===== config.mk =====
export PLATFORM = sky130hd
export DESIGN_NAME = asg_dac_mix
export DESIGN_NICKNAME = d
export VERILOG_FILES = /design/src/rtl/asg_pkg.sv /design/src/rtl/asg_dac_mix.sv
export SDC_FILE = /design/constraint.sdc
export NUM_CORES = 1
export LEC_CHECK = 0
export BUFFER_PORTS_ARGS = -buffer_cell sky130_fd_sc_hd__buf_2
export CAP_MARGIN = 25
export CORE_AREA = 2 2 58 60
export CTS_BUF_LIST = sky130_fd_sc_hd__clkbuf_16
export CTS_CLUSTER_DIAMETER = 100
export DETAILED_ROUTE_END_ITERATION = 8
export DIE_AREA = 0 0 60 62
export PLACE_DENSITY = 0.75
export SLEW_MARGIN = 10
export SYNTH_ARGS = -nofsm -noshare
export SYNTH_HDL_FRONTEND = slang
export SYNTH_SLANG_ARGS = --single-unit

===== constraint.sdc =====
create_clock -name dac_clk_i -period 2.1 [get_ports dac_clk_i]
set_input_delay 0.42 -clock dac_clk_i [delete_from_list [all_inputs] [get_ports dac_clk_i]]
set_output_delay 0.42 -clock dac_clk_i [all_outputs]
set_load 0.02 [all_outputs]

===== src/rtl/asg_pkg.sv =====
// shared sizes, enums and bus/config structs of the signal generator
// imported by every RTL block and by the testbench
`default_nettype none

package asg_pkg;

   // ----------------------------------------
   // sizes
   localparam int DAC_W    = 14;                  // sample / dac word
   localparam int BUF_AW   = 10;                  // table address bits
   localparam int FRAC_W   = 16;                  // pointer fraction bits
   localparam int PNT_W    = BUF_AW + FRAC_W;     // fixed point read pointer
   localparam int TICK_DIV = 125;                 // clocks per delay tick
   localparam int TICK_W   = $clog2(TICK_DIV);
   localparam int DEB_CYC  = 16;                  // debounce hold, cycles
   localparam int DEB_W    = $clog2(DEB_CYC + 1);

   // ----------------------------------------
   // enums
   typedef enum logic [2:0] {
      NONE    = 3'd0,
      SW      = 3'd1,   // CTRL write
      EXT_POS = 3'd2,   // external rising edge
      EXT_NEG = 3'd3    // external falling edge
   } trig_src_e;

   typedef enum logic [1:0] {MIX_A, MIX_B, MIX_SUM, MIX_ZERO} mix_mode_e;

   // per channel register map, TABLE when addr[11] set
   typedef enum logic [3:0] {
      SIZE, STEP, OFS, AMP_DC, NCYC, RNUM, RDLY, CTRL,
      TABLE = 4'd8
   } reg_idx_e;

   // ----------------------------------------
   // structs
   typedef struct packed {
      logic              we;
      logic [BUF_AW+1:0] addr;   // [11] table, [10] channel b, [9:0] index
      logic [31:0]       wdata;
   } bus_req_t;

   typedef struct packed {
      logic [PNT_W-1:0] size;     // last pointer value of the table
      logic [PNT_W-1:0] step;
      logic [PNT_W-1:0] ofs;      // start pointer
      logic [DAC_W-1:0] amp;      // unsigned, 0x2000 is unity
      logic [DAC_W-1:0] dc;       // signed offset
      logic [15:0]      ncyc;
      logic [15:0]      rnum;
      logic [31:0]      rdly;     // in ticks
      trig_src_e        trig_src;
      logic             wrap;
      logic             zero;
      logic             rst;      // one cycle pulse
   } chan_cfg_t;

   typedef struct packed {
      logic              we;
      logic [BUF_AW-1:0] addr;
      logic [DAC_W-1:0]  wdata;
   } buf_port_t;

   // clamp a wide sum into the signed dac range
   function automatic logic signed [DAC_W-1:0] sat_dac(input logic signed [DAC_W+1:0] v);
      logic [2:0] top;
      top = v[DAC_W+1 -: 3];
      if (top == 3'b000 || top == 3'b111)
         return v[DAC_W-1:0];
      return {v[DAC_W+1], {(DAC_W-1){~v[DAC_W+1]}}};   // 0x1fff or 0x2000
   endfunction

endpackage

`default_nettype wire

===== src/rtl/asg_dac_mix.sv =====
// output mixer, picks a, b, zero or the clamped sum a+b
// registered dac word, one cycle
`default_nettype none

module asg_dac_mix (
   input  logic                             dac_clk_i,
   input  logic                             dac_rstn_i,
   input  asg_pkg::mix_mode_e               mode_i,
   input  logic signed [asg_pkg::DAC_W-1:0] dat_a_i,
   input  logic signed [asg_pkg::DAC_W-1:0] dat_b_i,
   output logic [asg_pkg::DAC_W-1:0]        dac_o
);
   import asg_pkg::*;

   logic signed [DAC_W+1:0] sum_ab;   // two guard bits, no wrap

   assign sum_ab = dat_a_i + dat_b_i;

   always_ff @(posedge dac_clk_i) begin
      if (!dac_rstn_i) begin
         dac_o <= '0;
      end else begin
         case (mode_i)
            MIX_A:   dac_o <= dat_a_i;
            MIX_B:   dac_o <= dat_b_i;
            MIX_SUM: dac_o <= sat_dac(sum_ab);
            default: dac_o <= '0;      // MIX_ZERO
         endcase
      end
   end

endmodule

`default_nettype wire


==> impl_metrics.toml <==
[final_layout]
reg_top3 = "dac_o (14)"
synthToLayoutAreaGrowth_pct = 79.9
final_cell_mix = "43 x buf_4, 32 x buf_2, 17 x nand2_1"
largest_reg_flops = 14
final_util = 0.787
nFillCells = 197
fin_nets = 311
final_common_cell = "buf_4"
finish.instance_area_sq_um = 2500
regMostFlops = "dac_o"
diodes = 0
drive_gt1_frac = 0.563

[routing]
via_count = 1711
first_pass_iters = 4
vias_per_cell = 5.54
drc_errors = 0
wl_microns = 4880
wl_per_cell_microns = 15.8
drtIter0Drc = 80
detail-route-antenna-nets = 0

[global_route]
grt_pass1_wl_microns = 6860
grt_pass1_vias = 1614
grt_usage = 0.244
grt_max_degree = 19
grt.overflow.total = 0
antenna_found_initial = 0

[place]
routabilityCongestion = 0.863
place_area_sq_um = 2010
portBuffers = 45
dp_hpwl_microns = 3070

[sta]
layout_setup_ws_ns = -0.160
setup_violations = 13
fin_crit_sh = 1.08
worstMarginPinSlew_ns = 0.475
rsz0062_at_grt = "yes"
fmax_mhz = 442
period_needed_ns = 2.26
slew-limit-headroom = 0.684
drv_slew = 0
hold_viol = 0

[power_and_ir_drop]
combPwrFrac = 0.520
power.density_nw_per_um2 = 548
leakage_nw = 1.10
sequentialPowerShare = 0.214
power_switching_mw = 0.469
p_clk_frac = 0.265
p_sw_frac = 0.342
ir_drop_v = 0.000410
cell_internal_pwr_mw = 0.903

[floorplan]
core_area_sq_um = 3180
die_x_microns = 60
die_area_sq_um = 3720
rows = 21
chipHeight_microns = 62
ios = 46
start_util = 0.437

[clock_tree]
clock_path_buffers = 2
cts_tree = "built"
clock-sinks = 14
path_clk_slew_ns = 0.05
cts.root.buffer_cell = "clkbuf_16"
htree_levels = 1
cts_made_buffers = 3

[synth]
synthTopCellsByArea = "dfxtp_1 20%, ha_1 13%, a21oi_1 7.6%, mux2i_1 5.0%, xnor2_1 5.0%"
ys_ff_latch = 14
avgSynthCellArea_sq_um = 8.08
yosys_warnings = 0
synth_async_sr_flop_share = 0
ys_types = 47
yosysSeqAreaShare = 0.202
syn_inst = 172
synth_nets = 219
synth_top_area_frac = 0.202
synth_edf_count = 0
synth_flop_cell = "dfxtp_1"
yosysTopAreaCell = "dfxtp_1"
netlist_area_sq_um = 1390

[setup_path]
criticalPathCategory = "primary input to register"
crit_arrival_ns = 2.42
crit_path_start_kind = "primary input"
cp_max_fo = 6
cp-end-kind = "register"
critPathRequiredTime_ns = 2.26

[worst_hold_path]
holdCritPathClass = "primary input to register"

[outcome]
status = "complete, but fails checks"
violations = "setup timing"

[job]
maxCapViolations = 0
[logic make-up (layout without fill, tap and decap cells)]
group	Yosys count	in the layout	share of synthesized area
adders and majority gates	15	15	0.140
AOI/OAI and AO/OA	55	55	0.263
xor gates and xnor gates	10	11	0.0684
muxes	12	12	0.0909
and+or+nand+nor	52	52	0.186
DFF	14	14	0.202
buffers and inverters	14	104	0.0495
[repair_timing]
item	4_1_cts	5_1_grt
resized for setup	24	36
pin swaps	26	21
gates cloned	1	0
setup endpoints to repair	14	14
setup buffers	5	5
hold buffers	0	0
[area by class of cell]
type,count,area (sq um),share of cell area
clock inverters,1,3.75,0.00150
well taps,46,57.6,0.0230
flip-flops and latches,14,280,0.112
inverters,8,30.0,0.0120
clock buffers,3,75.1,0.0300
repair buffers,92,691,0.276
multi-input cells,145,1360,0.545
[synthesized netlist by cell type, drive strengths merged, types with 3 or more instances]
cell	count
a21oi	21
buf	4
dfxtp	14
ha	14
inv	7
mux2	5
mux2i	7
nand2	18
nand2b	4
nand4	3
nor2	12
nor2b	3
o211ai	3
o21ai	7
o21bai	7
o22ai	7
or2	3
xnor2	9
[power by group through the flow]
stage          logic [mW]  registers [mW]  clock network, mW
2_1_floorplan       0.310           0.326                  0
3_3_place_gp        0.522           0.298                  0
3_5_place_dp        0.529           0.298                  0
4_1_cts             0.611           0.294              0.362
5_1_grt             0.768           0.296              0.379
6_report            0.714           0.294              0.364
[path summary, 6_finish.rpt]
kind / depth (start not counted) / slack, ns / end / startpoint
worst min-delay path: 2 / 0.44 / dac_o[13]$_SDFF_PN0_ / dac_rstn_i
worst max-delay path: 13 / -0.16 / dac_o[0]$_SDFF_PN0_ / dat_b_i[0]
[layer usage]
layer | track usage | share of wire | up-vias
met4 | 0.0603 | 0.046 | 0
li1 | - | - | 821
met3 | 0.0538 | 0.050 | 20
met2 | 0.455 | 0.52 | 66
met1 | 0.283 | 0.38 | 804
met5 | 0 | 0 | -
[critical path: stages]
cell and delay, ns:
buf_8 0.08, ha_4 0.14, inv_2 0.04, fa_2 0.33, nand2b_4 0.17, a21oi_4 0.17, o22ai_2 0.12, o211ai_1 0.20
buf_4 0.20, buf_12 0.11, xnor2_4 0.18, o21bai_2 0.09, a21oi_1 0.18
[metrics by stage]
step | TNS [ns] | power, mW | cells | setup slack [ns] | hold WS (ns)
CTS | 0 | 1.27 | 304 | 0.00166 | 0.428
detailed placement | -6.48 | 0.827 | 294 | -0.530 | 0.672
global placement | -5.66 | 0.820 | 294 | -0.448 | 0.667
finish | -0.915 | 1.37 | 309 | -0.160 | 0.442
floorplan | -0.580 | 0.636 | 172 | -0.0853 | 0.539
global route | -1.89 | 1.44 | 309 | -0.222 | 0.458
No activity file was read; power rests on OpenSTA's default activity.
