File: src/rtl/asg_pkg.sv
// shared sizes, enums and bus/config structs of the signal generator
// imported by every RTL block and by the testbench
`default_nettype none

package asg_pkg;

   // ----------------------------------------
   // sizes
   localparam int DAC_W    = 14;                  // sample / dac word
   localparam int BUF_AW   = 10;                  // table address bits
   localparam int FRAC_W   = 16;                  // pointer fraction bits
   localparam int PNT_W    = BUF_AW + FRAC_W;     // fixed point read pointer
   localparam int TICK_DIV = 125;                 // clocks per delay tick
   localparam int TICK_W   = $clog2(TICK_DIV);
   localparam int DEB_CYC  = 16;                  // debounce hold, cycles
   localparam int DEB_W    = $clog2(DEB_CYC + 1);

   // ----------------------------------------
   // enums
   typedef enum logic [2:0] {
      NONE    = 3'd0,
      SW      = 3'd1,   // CTRL write
      EXT_POS = 3'd2,   // external rising edge
      EXT_NEG = 3'd3    // external falling edge
   } trig_src_e;

   typedef enum logic [1:0] {MIX_A, MIX_B, MIX_SUM, MIX_ZERO} mix_mode_e;

   // per channel register map, TABLE when addr[11] set
   typedef enum logic [3:0] {
      SIZE, STEP, OFS, AMP_DC, NCYC, RNUM, RDLY, CTRL,
      TABLE = 4'd8
   } reg_idx_e;

   // ----------------------------------------
   // structs
   typedef struct packed {
      logic              we;
      logic [BUF_AW+1:0] addr;   // [11] table, [10] channel b, [9:0] index
      logic [31:0]       wdata;
   } bus_req_t;

   typedef struct packed {
      logic [PNT_W-1:0] size;     // last pointer value of the table
      logic [PNT_W-1:0] step;
      logic [PNT_W-1:0] ofs;      // start pointer
      logic [DAC_W-1:0] amp;      // unsigned, 0x2000 is unity
      logic [DAC_W-1:0] dc;       // signed offset
      logic [15:0]      ncyc;
      logic [15:0]      rnum;
      logic [31:0]      rdly;     // in ticks
      trig_src_e        trig_src;
      logic             wrap;
      logic             zero;
      logic             rst;      // one cycle pulse
   } chan_cfg_t;

   typedef struct packed {
      logic              we;
      logic [BUF_AW-1:0] addr;
      logic [DAC_W-1:0]  wdata;
   } buf_port_t;

   // clamp a wide sum into the signed dac range
   function automatic logic signed [DAC_W-1:0] sat_dac(input logic signed [DAC_W+1:0] v);
      logic [2:0] top;
      top = v[DAC_W+1 -: 3];
      if (top == 3'b000 || top == 3'b111)
         return v[DAC_W-1:0];
      return {v[DAC_W+1], {(DAC_W-1){~v[DAC_W+1]}}};   // 0x1fff or 0x2000
   endfunction

endpackage

`default_nettype wire
File: src/rtl/asg_ext_trig.sv
// external trigger conditioner, shared by both channels
// sync + debounce, one-cycle pulses per edge
`default_nettype none

module asg_ext_trig (
   input  logic dac_clk_i,
   input  logic dac_rstn_i,
   input  logic trig_ext_i,
   output logic ext_pos_o,
   output logic ext_neg_o
);
   import asg_pkg::*;

   logic [2:0]       sync;     // [1] is the clean level, [2] one older
   logic [DEB_W-1:0] deb_p;
   logic [DEB_W-1:0] deb_n;
   logic [1:0]       held_p;   // held level, rising side
   logic [1:0]       held_n;   // held level, falling side

   always_ff @(posedge dac_clk_i) begin
      if (!dac_rstn_i) begin
         sync      <= '0;
         deb_p     <= '0;
         deb_n     <= '0;
         held_p    <= '0;
         held_n    <= '0;
         ext_pos_o <= 1'b0;
         ext_neg_o <= 1'b0;
      end else begin
         sync <= {sync[1:0], trig_ext_i};

         // hold off further edges for DEB_CYC cycles
         if (deb_p == '0 && sync[1] && !sync[2])
            deb_p <= DEB_W'(DEB_CYC);
         else if (deb_p != '0)
            deb_p <= deb_p - 1'b1;

         if (deb_n == '0 && !sync[1] && sync[2])
            deb_n <= DEB_W'(DEB_CYC);
         else if (deb_n != '0)
            deb_n <= deb_n - 1'b1;

         // level only sampled while counter idle
         held_p <= {held_p[0], (deb_p == '0) ? sync[1] : held_p[0]};
         held_n <= {held_n[0], (deb_n == '0) ? sync[1] : held_n[0]};

         ext_pos_o <= (held_p == 2'b01);
         ext_neg_o <= (held_n == 2'b10);
      end
   end

endmodule

`default_nettype wire

File: config.mk
export PLATFORM = sky130hd
export DESIGN_NAME = asg_ext_trig
export DESIGN_NICKNAME = d
export VERILOG_FILES = /design/src/rtl/asg_pkg.sv /design/src/rtl/asg_ext_trig.sv
export SDC_FILE = /design/constraint.sdc
export NUM_CORES = 1
export LEC_CHECK = 0
export BUFFER_PORTS_ARGS = -buffer_cell sky130_fd_sc_hd__buf_2
export CORE_MARGIN = 1.5
export CORE_UTILIZATION = 30
export CTS_BUF_LIST = sky130_fd_sc_hd__clkbuf_4
export DETAILED_ROUTE_END_ITERATION = 12
export GPL_TIMING_DRIVEN = 1
export PLACE_DENSITY_LB_ADDON = 0.05
export SYNTH_ARGS = -nofsm -noshare
export SYNTH_HDL_FRONTEND = slang
export SYNTH_SLANG_ARGS = --single-unit
File: constraint.sdc
create_clock -name dac_clk_i -period 1.2 [get_ports dac_clk_i]
set_input_delay 0.12 -clock dac_clk_i [delete_from_list [all_inputs] [get_ports dac_clk_i]]
set_output_delay 0.12 -clock dac_clk_i [all_outputs]
set_load 0.02 [all_outputs]
==> results.ini <==
[run_status]
status = finished, violations left
violations = negative setup slack

[power_and_ir_drop]
power.switching_mw = 0.811
power_mw = 2.50
powerDensity_nw_per_um2 = 2510
power_frac_clock_pct = 13.2
p_sw_share_pct = 32.5
seq_power_share_pct = 36.0
leakagePower_nw = 0.434
vdd_ir_drop_max_v = 0.00112
intPower_mw = 1.69
combinationalPowerShare_pct = 50.8

[sta]
finalMaxSlewViolations = 0
rsz0062_at_grt = true
timing.hold.ws_ns = 0.0926
finalCritPeriodShare_pct = 107
period_needed_ns = 1.28
hold_viol_final = 0
fmax_ghz = 0.780
timing.final.ws_setup_ns = -0.0817
setup_viol = 6
skew_ns = 0.00225
finalSetupTns_ns = -0.266
tightest_slew_ns = 0.336
max-slew-margin-rel_pct = 77.5

[routing]
num_vias = 537
drt_iter0_drc = 0
drc_errors = 0
ant_nets = 0
routed_wl_mm = 1.26
wl_per_cell_um = 10.1
drt_pass1_iterations = 1
viasPerCell = 4.33

[floorplan]
dieArea_um2 = 2830
die_h_um = 53.2
ios = 5
initial_core_util_pct = 31.1
row_count = 18
die_w_um = 53.2
coreArea_um2 = 2430

[setup_path]
crit_path_start_kind = flop
cp.required_ns = 1.40
endpoint_kind = flop
crit_path_cell_trace = inv_2, ha_4, nor4b_4, buf_4, nor2_2, o21a_1
crit_buf_inv = 2
crit_slowest_cell = dfxtp_2
path_delay_family = flip-flops
r2r-start = deb_n[1]
crit_arrival_ns = 1.48
r2r_cells = 6
max_stage_delay_ns = 0.34
r2r_slack_ns = -0.08
rr_endpoint = deb_n[0]
cp_max_fo = 5
critPathKind = reg2reg

[synthesis]
syn_nets = 79
synth_most_common_cell = dfxtp_1
yosys_warnings = 0
async_flop_share_pct = 0
synth_cell_types = 24
ys_ff_latch = 19
syn-instance-count = 74
synth_area_per_cell_um2 = 10.2
synth_top_cells_by_count = dfxtp_1 (19), nor2_1 (9), inv_1 (5)
synthDominantCellAreaShare_pct = 50.3
synthTopCellsByArea = dfxtp_1 (50%), nor4b_4 (6.3%), nor2_1 (4.5%)
syn_area_um2 = 756
synth_ff_type = dfxtp_1
synth-edff-count = 0
seq_area_frac_synth_pct = 50.3
yosys.area.top_type = dfxtp_1

[placed_design]
io_buffers = 4
gp_congestion = 0.610
place_inst = 116
dpl.hpwl_um = 973

[clock_network]
clockBufferDepth = 2
cts.clk_slew.worst_paths_ns = 0.11
clockRootBuffer = clkbuf_4
cts_tree = done
worstSkewPairLatency_ns = 0.30
cts_inserted_buffers = 3
h-tree-depth = 1
cts.sinks = 19

[global_routing]
grt_pass1_wl_mm = 2.33
overflow = 0
grt_pass1_vias = 524
grt_start_max_net_pins = 13
track_usage_pct = 11.7
antenna_found_initial = 0

[min_path]
hold_path_depth = 3
hold_class = in2reg
hold-path-endpoint = ext_neg_o
hold_start = dac_rstn_i

[finish]
syn_to_final_growth_pct = 31.8
drive_gt1_share_pct = 41.5
n_antenna_cell = 0
stdcell_count = 124
utilization_pct = 40.9
fill_cells = 263
ff_latch_area_um2 = 385
fin_nets = 100
multi_input_area_um2 = 404

[job]
max_cap_violations = 0

worst reg2reg max path, delay by kind of cell (launching register included):
| family | cells | cell delay [ns] |
|---|---|---|
| buffers and inverters | 2 | 0.25 |
| AND/OR/NAND/NOR | 2 | 0.31 |
| adder cells (fa/ha/maj) | 1 | 0.13 |
| AO/OA/AOI/OAI | 1 | 0.16 |
| flip-flops | 1 | 0.34 |
placed cells by master, fill, tap and decap left out, types with 2 or more instances in the layout:
cell and instances:
nand2b_4 3, and3_1 4, o21a_1 4, xnor2_1 3, nor2_1 7, inv_2 4
nor3_1 2, buf_4 12, nand2b_1 2, clkbuf_4 3, dfxtp_2 4, nor4b_4 2
nor3b_1 2, nand2_1 2, nor2_2 2, buf_2 4, and2_1 4, dfxtp_1 15
ha_4 2
logic make-up after synthesis:
family | count (synthesis) | synth area share [%]
and+or+nand+nor | 34 | 30.1
DFF | 19 | 50.3
AOI/OAI and AO/OA | 8 | 6.95
buffers and inverters | 6 | 2.98
xor gates and xnor gates | 3 | 3.48
muxes | 2 | 2.81
adders and majority gates | 2 | 3.31
final cells by class:
type	count	share of cell area, %
clock buffers	3	2.26
clock inverters	1	0.754
inverters	5	1.88
multi-input cells	49	40.6
flip-flops and latches	19	38.7
well taps	30	3.77
repair buffers	17	12.1
worst max path at each step:
stage	slack, ns	endpoint	startpoint	cells after the start
after floorplan	-0.02	held_n[0]	deb_n[1]	4
after global routing	-0.16	deb_n[0]	deb_n[1]	6
after detailed placement	-0.09	deb_n[0]	deb_n[1]	6
final	-0.08	deb_n[0]	deb_n[1]	6
after CTS	-0.10	deb_n[0]	deb_n[0]	6
after global placement	-0.07	deb_n[0]	deb_n[1]	6
per-layer routing:
layer	vias up	share of wire, %	GRT usage, %
li1	287	-	-
met1	242	51	14.5
met2	6	43	17.7
met3	2	5.1	6.21
met4	0	1.0	2.56
met5	-	0	0
per-stage QoR:
stage / setup slack (ns) / cell area [µm²]
3_5_place_dp: -0.0905 / 905
5_1_grt: -0.157 / 996
3_3_place_gp: -0.0714 / 905
2_1_floorplan: -0.0153 / 783
4_1_cts: -0.104 / 961
6_report: -0.0817 / 996
power groups by stage:
| stage | combinational [mW] | clock (mW) | sequential, mW |
|---|---|---|---|
| final | 1.27 | 0.330 | 0.900 |
| after global placement | 1.14 | 0 | 0.908 |
| after CTS | 1.21 | 0.356 | 0.900 |
| after floorplan | 0.770 | 0 | 0.909 |
| after detailed placement | 1.14 | 0 | 0.910 |
| after global routing | 1.42 | 0.380 | 0.922 |
what timing repair did:
action | CTS | global route
hold endpoints to repair | 1 | 0
hold buffers | 1 | 0
pin swaps | 7 | 5
gates resized for setup | 1 | 7
setup endpoints to repair | 10 | 12
gates cloned | 0 | 0
setup buffers | 2 | 1
sequential cells by signal (all words and copies together) (netlist names):
signal / count
ext_pos_o: 1
held_p: 2
deb_n: 5
deb_p: 5
ext_neg_o: 1
sync: 3
held_n: 2
Power figures use the tool's default switching activity.
