$ cat config.mk
export PLATFORM = sky130hd
export DESIGN_NAME = asg_regs
export DESIGN_NICKNAME = d
export VERILOG_FILES = /design/src/rtl/asg_pkg.sv /design/src/rtl/asg_regs.sv
export SDC_FILE = /design/constraint.sdc
export NUM_CORES = 1
export LEC_CHECK = 0
export ABC_CLOCK_PERIOD_IN_PS = 10300
export BUFFER_PORTS_ARGS = -buffer_cell sky130_fd_sc_hd__buf_2
export CORE_UTILIZATION = 30
export CTS_BUF_LIST = sky130_fd_sc_hd__clkbuf_8
export CTS_CLUSTER_SIZE = 20
export DETAILED_ROUTE_END_ITERATION = 12
export PLACE_DENSITY = 0.59
export SLEW_MARGIN = 20
export SYNTH_ARGS = -nofsm -noshare
export SYNTH_HDL_FRONTEND = slang
export SYNTH_SLANG_ARGS = --single-unit
$ cat constraint.sdc
create_clock -name dac_clk_i -period 10.3 [get_ports dac_clk_i]
set_input_delay 1.545 -clock dac_clk_i [delete_from_list [all_inputs] [get_ports dac_clk_i]]
set_output_delay 1.545 -clock dac_clk_i [all_outputs]
set_load 0.1 [all_outputs]
$ cat src/rtl/asg_pkg.sv
// shared sizes, enums and bus/config structs of the signal generator
// imported by every RTL block and by the testbench
`default_nettype none

package asg_pkg;

   // ----------------------------------------
   // sizes
   localparam int DAC_W    = 14;                  // sample / dac word
   localparam int BUF_AW   = 10;                  // table address bits
   localparam int FRAC_W   = 16;                  // pointer fraction bits
   localparam int PNT_W    = BUF_AW + FRAC_W;     // fixed point read pointer
   localparam int TICK_DIV = 125;                 // clocks per delay tick
   localparam int TICK_W   = $clog2(TICK_DIV);
   localparam int DEB_CYC  = 16;                  // debounce hold, cycles
   localparam int DEB_W    = $clog2(DEB_CYC + 1);

   // ----------------------------------------
   // enums
   typedef enum logic [2:0] {
      NONE    = 3'd0,
      SW      = 3'd1,   // CTRL write
      EXT_POS = 3'd2,   // external rising edge
      EXT_NEG = 3'd3    // external falling edge
   } trig_src_e;

   typedef enum logic [1:0] {MIX_A, MIX_B, MIX_SUM, MIX_ZERO} mix_mode_e;

   // per channel register map, TABLE when addr[11] set
   typedef enum logic [3:0] {
      SIZE, STEP, OFS, AMP_DC, NCYC, RNUM, RDLY, CTRL,
      TABLE = 4'd8
   } reg_idx_e;

   // ----------------------------------------
   // structs
   typedef struct packed {
      logic              we;
      logic [BUF_AW+1:0] addr;   // [11] table, [10] channel b, [9:0] index
      logic [31:0]       wdata;
   } bus_req_t;

   typedef struct packed {
      logic [PNT_W-1:0] size;     // last pointer value of the table
      logic [PNT_W-1:0] step;
      logic [PNT_W-1:0] ofs;      // start pointer
      logic [DAC_W-1:0] amp;      // unsigned, 0x2000 is unity
      logic [DAC_W-1:0] dc;       // signed offset
      logic [15:0]      ncyc;
      logic [15:0]      rnum;
      logic [31:0]      rdly;     // in ticks
      trig_src_e        trig_src;
      logic             wrap;
      logic             zero;
      logic             rst;      // one cycle pulse
   } chan_cfg_t;

   typedef struct packed {
      logic              we;
      logic [BUF_AW-1:0] addr;
      logic [DAC_W-1:0]  wdata;
   } buf_port_t;

   // clamp a wide sum into the signed dac range
   function automatic logic signed [DAC_W-1:0] sat_dac(input logic signed [DAC_W+1:0] v);
      logic [2:0] top;
      top = v[DAC_W+1 -: 3];
      if (top == 3'b000 || top == 3'b111)
         return v[DAC_W-1:0];
      return {v[DAC_W+1], {(DAC_W-1){~v[DAC_W+1]}}};   // 0x1fff or 0x2000
   endfunction

endpackage

`default_nettype wire
$ cat src/rtl/asg_regs.sv
// host register slave, four-phase req/ack
// CTRL: [0] sw trig, [1] rst, [2] wrap, [3] zero, [6:4] src, [9:8] mix (ch a)
`default_nettype none

module asg_regs (
   input  logic                        dac_clk_i,
   input  logic                        dac_rstn_i,
   input  logic                        req_i,
   input  asg_pkg::bus_req_t           bus_i,
   output logic                        ack_o,
   output logic [31:0]                 rdata_o,
   output asg_pkg::chan_cfg_t          cfg_a_o,
   output asg_pkg::chan_cfg_t          cfg_b_o,
   output asg_pkg::buf_port_t          buf_a_o,
   output asg_pkg::buf_port_t          buf_b_o,
   input  logic [asg_pkg::DAC_W-1:0]   buf_rdata_a_i,
   input  logic [asg_pkg::DAC_W-1:0]   buf_rdata_b_i,
   input  logic [asg_pkg::BUF_AW-1:0]  rpnt_a_i,
   input  logic [asg_pkg::BUF_AW-1:0]  rpnt_b_i,
   output logic                        trig_sw_a_o,
   output logic                        trig_sw_b_o,
   output asg_pkg::mix_mode_e          mix_mode_o
);
   import asg_pkg::*;

   typedef enum logic [1:0] {IDLE, WAIT_RD, ACK} bus_st_e;

   bus_st_e           state;
   logic              req_q;
   logic              ch;                // 0 = channel a
   reg_idx_e          idx;
   chan_cfg_t         cfg_q [2];
   logic              trig_q [2];
   logic              buf_we_q [2];
   logic [BUF_AW-1:0] buf_addr_q;        // shared by both tables
   logic [DAC_W-1:0]  buf_wdata_q;
   mix_mode_e         mix_q;
   logic [DAC_W-1:0]  buf_rdata [2];
   logic [BUF_AW-1:0] rpnt [2];
   logic [31:0]       reg_rdata;

   assign ch  = bus_i.addr[BUF_AW];
   assign idx = bus_i.addr[BUF_AW+1] ? TABLE : reg_idx_e'({1'b0, bus_i.addr[2:0]});

   assign buf_rdata[0] = buf_rdata_a_i;
   assign buf_rdata[1] = buf_rdata_b_i;
   assign rpnt[0]      = rpnt_a_i;
   assign rpnt[1]      = rpnt_b_i;

   assign cfg_a_o     = cfg_q[0];
   assign cfg_b_o     = cfg_q[1];
   assign trig_sw_a_o = trig_q[0];
   assign trig_sw_b_o = trig_q[1];
   assign mix_mode_o  = mix_q;
   assign buf_a_o     = '{we: buf_we_q[0], addr: buf_addr_q, wdata: buf_wdata_q};
   assign buf_b_o     = '{we: buf_we_q[1], addr: buf_addr_q, wdata: buf_wdata_q};

   // ----------------------------------------
   // register read mux
   always_comb begin
      reg_rdata = '0;
      case (idx)
         SIZE:   reg_rdata[PNT_W-1:0] = cfg_q[ch].size;
         STEP:   reg_rdata[PNT_W-1:0] = cfg_q[ch].step;
         OFS:    reg_rdata[PNT_W-1:0] = cfg_q[ch].ofs;
         AMP_DC: reg_rdata = {2'b00, cfg_q[ch].dc, 2'b00, cfg_q[ch].amp};
         NCYC:   reg_rdata[15:0] = cfg_q[ch].ncyc;
         RNUM:   reg_rdata[15:0] = cfg_q[ch].rnum;
         RDLY:   reg_rdata = cfg_q[ch].rdly;
         CTRL: begin
            reg_rdata[16 +: BUF_AW] = rpnt[ch];             // live pointer
            reg_rdata[6:2] = {cfg_q[ch].trig_src, cfg_q[ch].zero, cfg_q[ch].wrap};
            if (!ch)
               reg_rdata[9:8] = mix_q;
         end
         default: reg_rdata = '0;
      endcase
   end

   // table address/data, no reset needed
   always_ff @(posedge dac_clk_i) begin
      buf_addr_q  <= bus_i.addr[BUF_AW-1:0];   // ready before read-back
      buf_wdata_q <= bus_i.wdata[DAC_W-1:0];
   end

   // ----------------------------------------
   // handshake FSM and register writes
   always_ff @(posedge dac_clk_i) begin
      if (!dac_rstn_i) begin
         state   <= IDLE;
         req_q   <= 1'b0;
         ack_o   <= 1'b0;
         rdata_o <= '0;
         mix_q   <= MIX_A;
         for (int i = 0; i < 2; i++) begin
            cfg_q[i]    <= '0;
            trig_q[i]   <= 1'b0;
            buf_we_q[i] <= 1'b0;
         end
      end else begin
         req_q <= req_i;
         for (int i = 0; i < 2; i++) begin       // pulses last one cycle
            trig_q[i]     <= 1'b0;
            buf_we_q[i]   <= 1'b0;
            cfg_q[i].rst  <= 1'b0;
         end
         case (state)
            IDLE: begin
               if (req_q) begin
                  if (idx == TABLE) begin
                     buf_we_q[ch] <= bus_i.we;
                     ack_o        <= bus_i.we;
                     state        <= bus_i.we ? ACK : WAIT_RD;
                  end else begin
                     if (bus_i.we) begin
                        case (idx)
                           SIZE:   cfg_q[ch].size <= bus_i.wdata[PNT_W-1:0];
                           STEP:   cfg_q[ch].step <= bus_i.wdata[PNT_W-1:0];
                           OFS:    cfg_q[ch].ofs  <= bus_i.wdata[PNT_W-1:0];
                           AMP_DC: begin
                              cfg_q[ch].amp <= bus_i.wdata[DAC_W-1:0];
                              cfg_q[ch].dc  <= bus_i.wdata[16 +: DAC_W];
                           end
                           NCYC:   cfg_q[ch].ncyc <= bus_i.wdata[15:0];
                           RNUM:   cfg_q[ch].rnum <= bus_i.wdata[15:0];
                           RDLY:   cfg_q[ch].rdly <= bus_i.wdata;
                           CTRL: begin
                              trig_q[ch]         <= bus_i.wdata[0];
                              cfg_q[ch].rst      <= bus_i.wdata[1];
                              cfg_q[ch].wrap     <= bus_i.wdata[2];
                              cfg_q[ch].zero     <= bus_i.wdata[3];
                              cfg_q[ch].trig_src <= trig_src_e'(bus_i.wdata[6:4]);
                              if (!ch)
                                 mix_q <= mix_mode_e'(bus_i.wdata[9:8]);
                           end
                           default: ;
                        endcase
                     end
                     rdata_o <= reg_rdata;
                     ack_o   <= 1'b1;
                     state   <= ACK;
                  end
               end
            end
            WAIT_RD: begin                         // table read-back now valid
               rdata_o <= {{(32-DAC_W){1'b0}}, buf_rdata[ch]};
               ack_o   <= 1'b1;
               state   <= ACK;
            end
            ACK: begin
               if (!req_q) begin                   // host released, close cycle
                  ack_o <= 1'b0;
                  state <= IDLE;
               end
            end
            default: state <= IDLE;
         endcase
      end
   end

endmodule

`default_nettype wire

==> results of run 1 <==
==> final timing paths <==
| path | start | to |
|---|---|---|
| setup reg to reg | state[0] | cfg_q[0][147] |
| hold / removal | rdata_o[20] | rdata_o[20] |
| setup / recovery | bus_i[42] | rdata_o[13] |
| hold reg to reg | rdata_o[20] | rdata_o[20] |
==> placed cells by master (no fill, tap or decap), types with 12 or more instances in the layout <==
cell      instances
clkbuf_8         82
o21ai_0          15
edfxtp_1        350
nor3_1           16
and2_1          356
dfxtp_1          68
nor2_4           14
nor2_1           14
o21ai_1          12
clkinv_2         14
buf_4            21
nand2_1          39
mux2i_1         192
buf_2           533
inv_1            18
o22ai_1          79
o21ai_4          14
clkinv_1         18
nor4_1           12
==> sequential cells by signal, indices dropped and copies added (netlist names) <==
| signal | flops |
|---|---|
| ack_o | 1 |
| buf_addr_q | 10 |
| buf_wdata_q | 14 |
| buf_we_q | 2 |
| cfg_q | 352 |
| mix_mode_o | 2 |
| rdata_o | 32 |
| req_q | 1 |
| state | 2 |
| trig_q | 2 |
==> per-stage QoR <==
stage | hold slack [ns] | setup slack (ns) | power [mW] | area (sq um)
6_report | 0.450 | 6.08 | 4.33 | 23600
4_1_cts | 0.450 | 6.22 | 4.37 | 23600
5_1_grt | 0.465 | 5.92 | 4.46 | 23600
3_3_place_gp | 0.432 | 5.57 | 2.72 | 21900
3_5_place_dp | 0.442 | 5.53 | 2.73 | 22000
2_1_floorplan | 0.475 | 5.22 | 2.54 | 18600
==> cell type report <==
type	instances	area, sq um
inverter	5	18.8
clock inverter	56	410
fill	5825	37100
multi-input combinational	836	6230
tap	782	978
timing repair buffer	559	2950
clock buffer	82	1130
sequential	418	11900
antenna	1	2.50
==> metal layers <==
layer  routed length [um]  global-route usage
met5                    0                   0
met2                35300               0.375
met1                30200               0.299
met3                 6700              0.0603
met4                 2390              0.0901
==> kinds of logic after synthesis <==
kind of cell,Yosys count,share of synthesized area
multiplexers,202,0.110
buffers and inverters,132,0.0392
AND/OR/NAND/NOR,477,0.156
flip-flops,418,0.640
AO/OA/AOI/OAI,153,0.0529
adder cells (fa/ha/maj),4,0.00270
==> worst min-delay path: stages, from the launching register on <==
cell and delay (ns):
dfxtp_1 0.31, nand2_1 0.05, o21ai_1 0.05
==> power by group through the flow <==
| stage | Clock, mW | Sequential, mW | Combinational, mW |
|---|---|---|---|
| 4_1_cts | 1.68 | 1.93 | 0.764 |
| 6_report | 1.64 | 1.93 | 0.763 |
| 5_1_grt | 1.74 | 1.93 | 0.782 |
| 3_5_place_dp | 0 | 1.96 | 0.763 |
| 3_3_place_gp | 0 | 1.96 | 0.755 |
| 2_1_floorplan | 0 | 2.37 | 0.175 |
==> results.sh, run 1 <==
export IMPL_cts_buffer_depth=3
export IMPL_pwr_density_cell_nw_per_um2=184
export IMPL_cp_max_fo=63
export IMPL_finalSetupTns_ns=0
export IMPL_min_period_over_period=0.410
export IMPL_vias_per_cell=5.00
export IMPL_overflow=0
export IMPL_cts_sink_count=418
export IMPL_synthCells=1386
export IMPL_end_kind="register"
export IMPL_crit_buf_inv=3
export IMPL_drtPass1Iterations=5
export IMPL_holdPathStages=2
export IMPL_io_pins=535
export IMPL_crit_chain="buf_8, buf_4, buf_4, mux2i_1, o22ai_1, nor4_1, o2bb2ai_1"
export IMPL_gp_congestion=0.857
export IMPL_hold_viol_final=0
export IMPL_synth_nets=1486
export IMPL_cts_hold_fix_buffers=0
export IMPL_crit_path_max_incr_delay_ns=0.93
export IMPL_wl_per_cell_um=27.3
export IMPL_instances_no_fill=2739
export IMPL_start_kind="primary input"
export IMPL_yosysWarnings=0
export IMPL_worstSkewPairLatency_ns=0.67
export IMPL_timing_fmax_mhz=237
export IMPL_post_route_util=0.389
export IMPL_syn_area_per_cell_sq_um=13.4
export IMPL_numCtsBuffers=75
export IMPL_p_sw_mw=1.44
export IMPL_peakVddDrop_mv=0.120
export IMPL_synth_cell_type_count=48
export IMPL_layout_drive_gt1_share=0.367
export IMPL_initial_core_util=0.306
export IMPL_synth_top_cells_by_area="edfxtp_1 57%, and2_1 12%, mux2i_1 10%"
export IMPL_antenna_found_initial=2
export IMPL_cts_resized=0
export IMPL_hpwl_mm=49.3
export IMPL_synth_area_leader_cell="edfxtp_1"
export IMPL_grt_pass1_vias=13800
export IMPL_outcome="finished clean"
export IMPL_grt_usage=0.233
export IMPL_die_height_um=251
export IMPL_r2r_slack_ns=7.06
export IMPL_core_area_sq_um=60700
export IMPL_crit_path_top_delay_cell="buf_4"
export IMPL_htree_levels=3
export IMPL_final_setup_skew_ns=0.0322
export IMPL_cts_setup_buffers=0
export IMPL_yosysTopAreaCellShare=0.566
export IMPL_grt_first_pass_wirelength_mm=103
export IMPL_crit_path_frequent_cell="buf_4"
export IMPL_ys_seq_elements=418
export IMPL_switching_share=0.332
export IMPL_async_reset_ff_frac=0
export IMPL_drt_iter0_drc=1206
export IMPL_setup_viol=0
export IMPL_netlist_top_cells_count="355 x and2_1, 350 x edfxtp_1, 193 x mux2i_1, 79 x o22ai_1, 68 x dfxtp_1"
export IMPL_maxCapViolCount=0
export IMPL_worst_path_stages=7
export IMPL_rr_worst_depth=7
export IMPL_num_rows=90
export IMPL_routed_wl_mm=74.7
export IMPL_die_area_sq_um=62900
export IMPL_dp_cells=2599
export IMPL_crit_type="in2reg"
export IMPL_yosysMostFrequentCell="and2_1"
export IMPL_vias=13700
export IMPL_p_int_mw=2.90
export IMPL_synth_edf_count=350
export IMPL_critical_path_arrival_ns=4.71
export IMPL_ant_nets=0
export IMPL_power_frac_clock=0.379
export IMPL_ys_seq_area_frac=0.640
export IMPL_final_min_clock_period_ns=4.22
export IMPL_leakagePower_nw=10.2
export IMPL_ys_flop_type="edfxtp_1"
export IMPL_root_buffer="clkbuf_8"
export IMPL_worstMarginPinSlew_ns=1.17
export IMPL_combPwrFrac=0.176
export IMPL_clk_pin_slew_ns=0.06
export IMPL_slew_viol_final=0
export IMPL_drc=0
export IMPL_rsz0062_at_grt="no"
export IMPL_netlist_area_sq_um=18600
export IMPL_cp_required_ns=10.79
export IMPL_die_w_um=251
export IMPL_port_buffers=534
export IMPL_nets=1995
export IMPL_slew_headroom=0.219
export IMPL_cts_tree="built"
export IMPL_seq_power_share=0.445
export IMPL_hp_class="reg2reg"
export IMPL_area_growth_pct=27.1
export IMPL_critical_path_top_delay_family="buffers and inverters"
export IMPL_grt_start_max_net_pins=64
Power figures use the tool's default switching activity.
==> run 2, diff against run 1 <==
ABC_CLOCK_PERIOD_IN_PS = 4200   (was 10300)
clock period = 4.2 ns   (was 10.3 ns; I/O delays follow)
==> run 2 against run 1 <==
  * Non-clock buffer count up 10
  * Clock skew down 0.0091 ns
  * Register-to-register slack worse by 5.9 ns
  * Critical endpoint is now cfg_q[0][51]
  * Total power up 140%
  * Utilization up 0.16 points
  * Combinational power up 150%
  * Hold slack worse by 0.37 ns
==> results.sh, run 2 (synthesis gave the netlist of run 1 again) <==
export IMPL_final_common_cell="buf_2"
export IMPL_grt_first_pass_wirelength_mm=104
export IMPL_cp_required_ns=4.46
export IMPL_start_kind="register"
export IMPL_io_pins=535
export IMPL_area_growth_pct=27.6
export IMPL_maxCapViolCount=0
export IMPL_initial_core_util=0.306
export IMPL_cp_max_fo=16
export IMPL_hp_class="in2reg"
export IMPL_instances_no_fill=2759
export IMPL_vias=13900
export IMPL_drc=0
export IMPL_antenna_found_initial=3
export IMPL_slew_headroom=0.206
export IMPL_post_route_util=0.390
export IMPL_final_min_clock_period_ns=3.04
export IMPL_regArea_sq_um=11900
export IMPL_dp_cells=2607
export IMPL_finalSetupTns_ns=0
export IMPL_top_regs="cfg_q (352), rdata_o (32), buf_wdata_q (14)"
export IMPL_final_cell_mix="533 x buf_2, 356 x and2_1, 350 x edfxtp_1"
export IMPL_pwr_density_cell_nw_per_um2=448
export IMPL_numCtsBuffers=78
export IMPL_overflow=0
export IMPL_critical_path_arrival_ns=3.30
export IMPL_final_setup_skew_ns=0.0231
export IMPL_vias_per_cell=5.05
export IMPL_routed_wl_mm=75.6
export IMPL_cts_sink_count=418
export IMPL_worstSkewPairLatency_ns=0.66
export IMPL_port_buffers=534
export IMPL_cts_tree="built"
export IMPL_grt_pass1_vias=13700
export IMPL_layout_drive_gt1_share=0.368
export IMPL_drt_iter0_drc=1369
export IMPL_wl_per_cell_um=27.4
export IMPL_crit_type="reg2reg"
export IMPL_p_total_mw=10.6
export IMPL_multi_input_area_sq_um=6230
export IMPL_num_rows=90
export IMPL_cts_setup_buffers=0
export IMPL_nets=2008
export IMPL_die_area_sq_um=62900
export IMPL_clk_pin_slew_ns=0.07
export IMPL_fillers=5783
export IMPL_timing_fmax_mhz=329
export IMPL_htree_levels=3
export IMPL_end_kind="register"
export IMPL_ant_nets=0
export IMPL_worstMarginPinSlew_ns=1.18
export IMPL_grt_usage=0.234
export IMPL_gp_congestion=0.871
export IMPL_die_w_um=251
export IMPL_leakagePower_nw=10.3
export IMPL_drtPass1Iterations=6
export IMPL_peakVddDrop_mv=0.252
export IMPL_top_register="cfg_q"
export IMPL_root_buffer="clkbuf_8"
export IMPL_cts_buffer_depth=3
export IMPL_grt_start_max_net_pins=104
export IMPL_slew_viol_final=0
export IMPL_outcome="finished clean"
export IMPL_rsz0062_at_grt="no"
export IMPL_die_height_um=251
export IMPL_core_area_sq_um=60700
export IMPL_min_period_over_period=0.724
export IMPL_hpwl_mm=51.9
export IMPL_hold_viol_final=0
export IMPL_largest_reg_flops=352
export IMPL_setup_viol=0
==> run 2: layout make-up <==
cell class / count / area share
Clock buffer: 91 / 0.0529
Antenna cell: 4 / 0.000423
Tap cell: 782 / 0.0413
Inverter: 5 / 0.000792
Clock inverter: 54 / 0.0132
Sequential cell: 418 / 0.501
Multi-Input combinational cell: 836 / 0.263
Timing Repair Buffer: 569 / 0.127
==> run 2: stage by stage <==
stage               hold slack, ns  setup WS [ns]  area, sq um
finish                      0.0815           1.16        23700
global route                0.0276           1.05        23700
CTS                        0.00115           1.18        23700
detailed placement           0.444           1.07        22100
global placement             0.430          0.958        22100
floorplan                    0.475         0.0374        18600
==> run 2: layer usage <==
| layer | up-vias | track usage | wire (um) | share of wire |
|---|---|---|---|---|
| met3 | 107 | 0.0498 | 6050 | 0.080 |
| met2 | 677 | 0.387 | 36900 | 0.49 |
| met1 | 7075 | 0.303 | 30800 | 0.41 |
| met5 | - | 0 | 0 | 0 |
| li1 | 6071 | - | - | - |
| met4 | 0 | 0.0813 | 1860 | 0.025 |
==> run 2: path summary, 6_finish.rpt <==
check	slack [ns]	depth (start not counted)	to	startpoint
hold / removal	0.08	1	buf_addr_q[3]	bus_i[35]
setup reg to reg	1.16	7	cfg_q[0][51]	state[0]
setup / recovery	1.16	7	cfg_q[0][51]	state[0]
hold reg to reg	0.45	2	rdata_o[17]	rdata_o[17]
==> run 2: report_power, final <==
group	internal [mW]	switching, mW	total, mW
clock network	2.16	1.83	4.00
logic	0.291	1.59	1.88
registers	4.63	0.109	4.74
total	7.08	3.53	10.6
==> run 2: timing repair <==
action                     in CTS  in global routing
setup endpoints to repair       0                  0
hold buffers                    3                  0
hold endpoints to repair        3                  0
resized for setup               0                  0
==> run 2: worst max-delay path, stage by stage, from the launching register on <==
cell and delay (ns):
dfxtp_1 0.34, inv_1 0.10, ha_1 0.31, nand2_1 0.15
nor2_2 0.25, nand3_2 0.31, buf_4 0.33, o21ai_4 0.83
==> run 3, diff against run 2 <==
ABC_CLOCK_PERIOD_IN_PS = 2800   (was 4200)
clock period = 2.8 ns   (was 4.2 ns; I/O delays follow)
==> run 3 against run 2 <==
  * Die area unchanged
  * First-iteration DRC count is 4.4% higher
  * Utilization rose by 0.91 points
  * Routed wire length up 4.0%
  * Clock skew grew 0.013 ns
  * Clock power increased by 43%
  * Hold slack got worse by 0.024 ns
  * Cell count up 2.1%
  * Combinational power is 53% higher
  * Design area grew 2.3%
  * Register-to-register slack got worse by 0.86 ns
  * Largest cell class unchanged
==> results.sh, run 3 (synthesis gave the netlist of run 1 again) <==
export IMPL_slew_viol_final=0
export IMPL_die_area_sq_um=62900
export IMPL_grt_pass1_vias=14200
export IMPL_crit_chain="dlygate4sd3_1, buf_2, nand4bb_2, buf_4, o22ai_1, nor4_1, buf_4, o221ai_1"
export IMPL_final_cell_mix="533 x buf_2, 356 x and2_1, 350 x edfxtp_1"
export IMPL_maxCapViolCount=0
export IMPL_fillers=5828
export IMPL_root_buffer="clkbuf_8"
export IMPL_top_regs="cfg_q (352), rdata_o (32), buf_wdata_q (14)"
export IMPL_cts_sink_count=418
export IMPL_critical_path_arrival_ns=3.07
export IMPL_worstSkewPairLatency_ns=0.66
export IMPL_timing_fmax_mhz=390
export IMPL_start_kind="primary input"
export IMPL_port_buffers=534
export IMPL_grt_first_pass_wirelength_mm=108
export IMPL_layout_drive_gt1_share=0.381
export IMPL_crit_path_top_delay_cell="nor4_1"
export IMPL_cp_max_fo=10
export IMPL_instances_no_fill=2817
export IMPL_crit_type="in2reg"
export IMPL_largest_reg_flops=352
export IMPL_cts_tree="built"
export IMPL_slew_headroom=0.488
export IMPL_final_setup_skew_ns=0.0362
export IMPL_initial_core_util=0.306
export IMPL_peakVddDrop_mv=0.374
export IMPL_final_min_clock_period_ns=2.56
export IMPL_hp_class="in2reg"
export IMPL_vias=14300
export IMPL_drtPass1Iterations=5
export IMPL_drt_iter0_drc=1429
export IMPL_vias_per_cell=5.09
export IMPL_overflow=0
export IMPL_antenna_found_initial=4
export IMPL_crit_path_frequent_cell="buf_4"
export IMPL_wl_per_cell_um=27.9
export IMPL_rsz0062_at_grt="no"
export IMPL_io_pins=535
export IMPL_dp_cells=2657
export IMPL_final_common_cell="buf_2"
export IMPL_end_kind="register"
export IMPL_cts_buffer_depth=3
export IMPL_ant_nets=0
export IMPL_grt_start_max_net_pins=66
export IMPL_routed_wl_mm=78.6
export IMPL_hpwl_mm=56.0
export IMPL_outcome="finished clean"
export IMPL_num_rows=90
export IMPL_numCtsBuffers=77
export IMPL_holdPathStages=1
export IMPL_hold_viol_final=0
export IMPL_core_area_sq_um=60700
export IMPL_htree_levels=3
export IMPL_crit_path_max_incr_delay_ns=0.70
export IMPL_drc=0
export IMPL_die_height_um=251
export IMPL_cp_required_ns=3.30
export IMPL_holdWs_ns=0.0577
export IMPL_die_w_um=251
export IMPL_rr_worst_depth=9
export IMPL_finalSetupTns_ns=0
export IMPL_worstMarginPinSlew_ns=0.761
export IMPL_clk_pin_slew_ns=0.06
export IMPL_pre_cts_ws_ns=0.204
export IMPL_grt_usage=0.244
export IMPL_leakagePower_nw=10.5
export IMPL_area_growth_pct=30.6
export IMPL_pwr_density_cell_nw_per_um2=649
export IMPL_min_period_over_period=0.915
export IMPL_nets=2070
export IMPL_top_register="cfg_q"
export IMPL_worst_slack_ns=0.237
export IMPL_setup_viol=0
export IMPL_gp_congestion=0.924
run 3: cell types whose count changed in the layout (fill, tap and decap cells not counted), moves of 7 or more:
cell	previous run	this run
buf_12	5	17
buf_4	27	65
inv_1	35	26
clkinv_1	6	15
dlygate4sd3_1	3	16
clkbuf_8	91	84
run 3: worst paths after layout:
check	from	endpoint	slack, ns
worst max-delay path	bus_i[33]	rdata_o[6]	0.24
worst min-delay path	bus_i[6]	buf_wdata_q[6]	0.06
worst max register to register	state[1]	cfg_q[0][145]	0.30
worst min register to register	rdata_o[27]	rdata_o[27]	0.44
run 3: cell type report:
type	instances	area (sq um)	share of cell area
Antenna cell	2	5.00	0.000206
Clock buffer	84	1160	0.0477
Clock inverter	58	310	0.0128
Inverter	5	18.8	0.000774
Multi-Input combinational cell	836	6230	0.257
Sequential cell	418	11900	0.490
Tap cell	782	978	0.0404
Timing Repair Buffer	632	3670	0.151
run 3: worst max-delay path: cells and delay by family:
family                 cells  cell delay, ns
AO/OA/AOI/OAI              2            0.21
buffers and inverters      4            1.28
AND/OR/NAND/NOR            2            1.15
run 3: repair_timing:
item | CTS | global route
gates resized for setup | 0 | 0
hold endpoints to repair | 16 | 0
hold buffers | 16 | 0
buffers inserted | 0 | 0
run 3: per-layer routing:
layer  share of wire  vias to the layer above  global-route usage
li1                -                     6191                   -
met1            0.42                     7177               0.328
met2            0.46                      812               0.386
met3           0.083                      156              0.0525
met4           0.034                        0              0.0875
met5               0                        -                   0
run 3: power breakdown:
| part | total (mW) | switching, mW | internal, mW |
|---|---|---|---|
| clock | 5.73 | 2.77 | 2.96 |
| sequential | 7.12 | 0.182 | 6.94 |
| combinational | 2.88 | 2.40 | 0.483 |
run 3: per-stage QoR:
stage	cell area, sq um	util	total power [mW]
global placement	22600	0.372	10.1
global route	24200	0.399	16.2
floorplan	18600	-	9.35
finish	24200	0.399	15.7
CTS	24200	0.399	15.9
detailed placement	22600	0.372	10.1
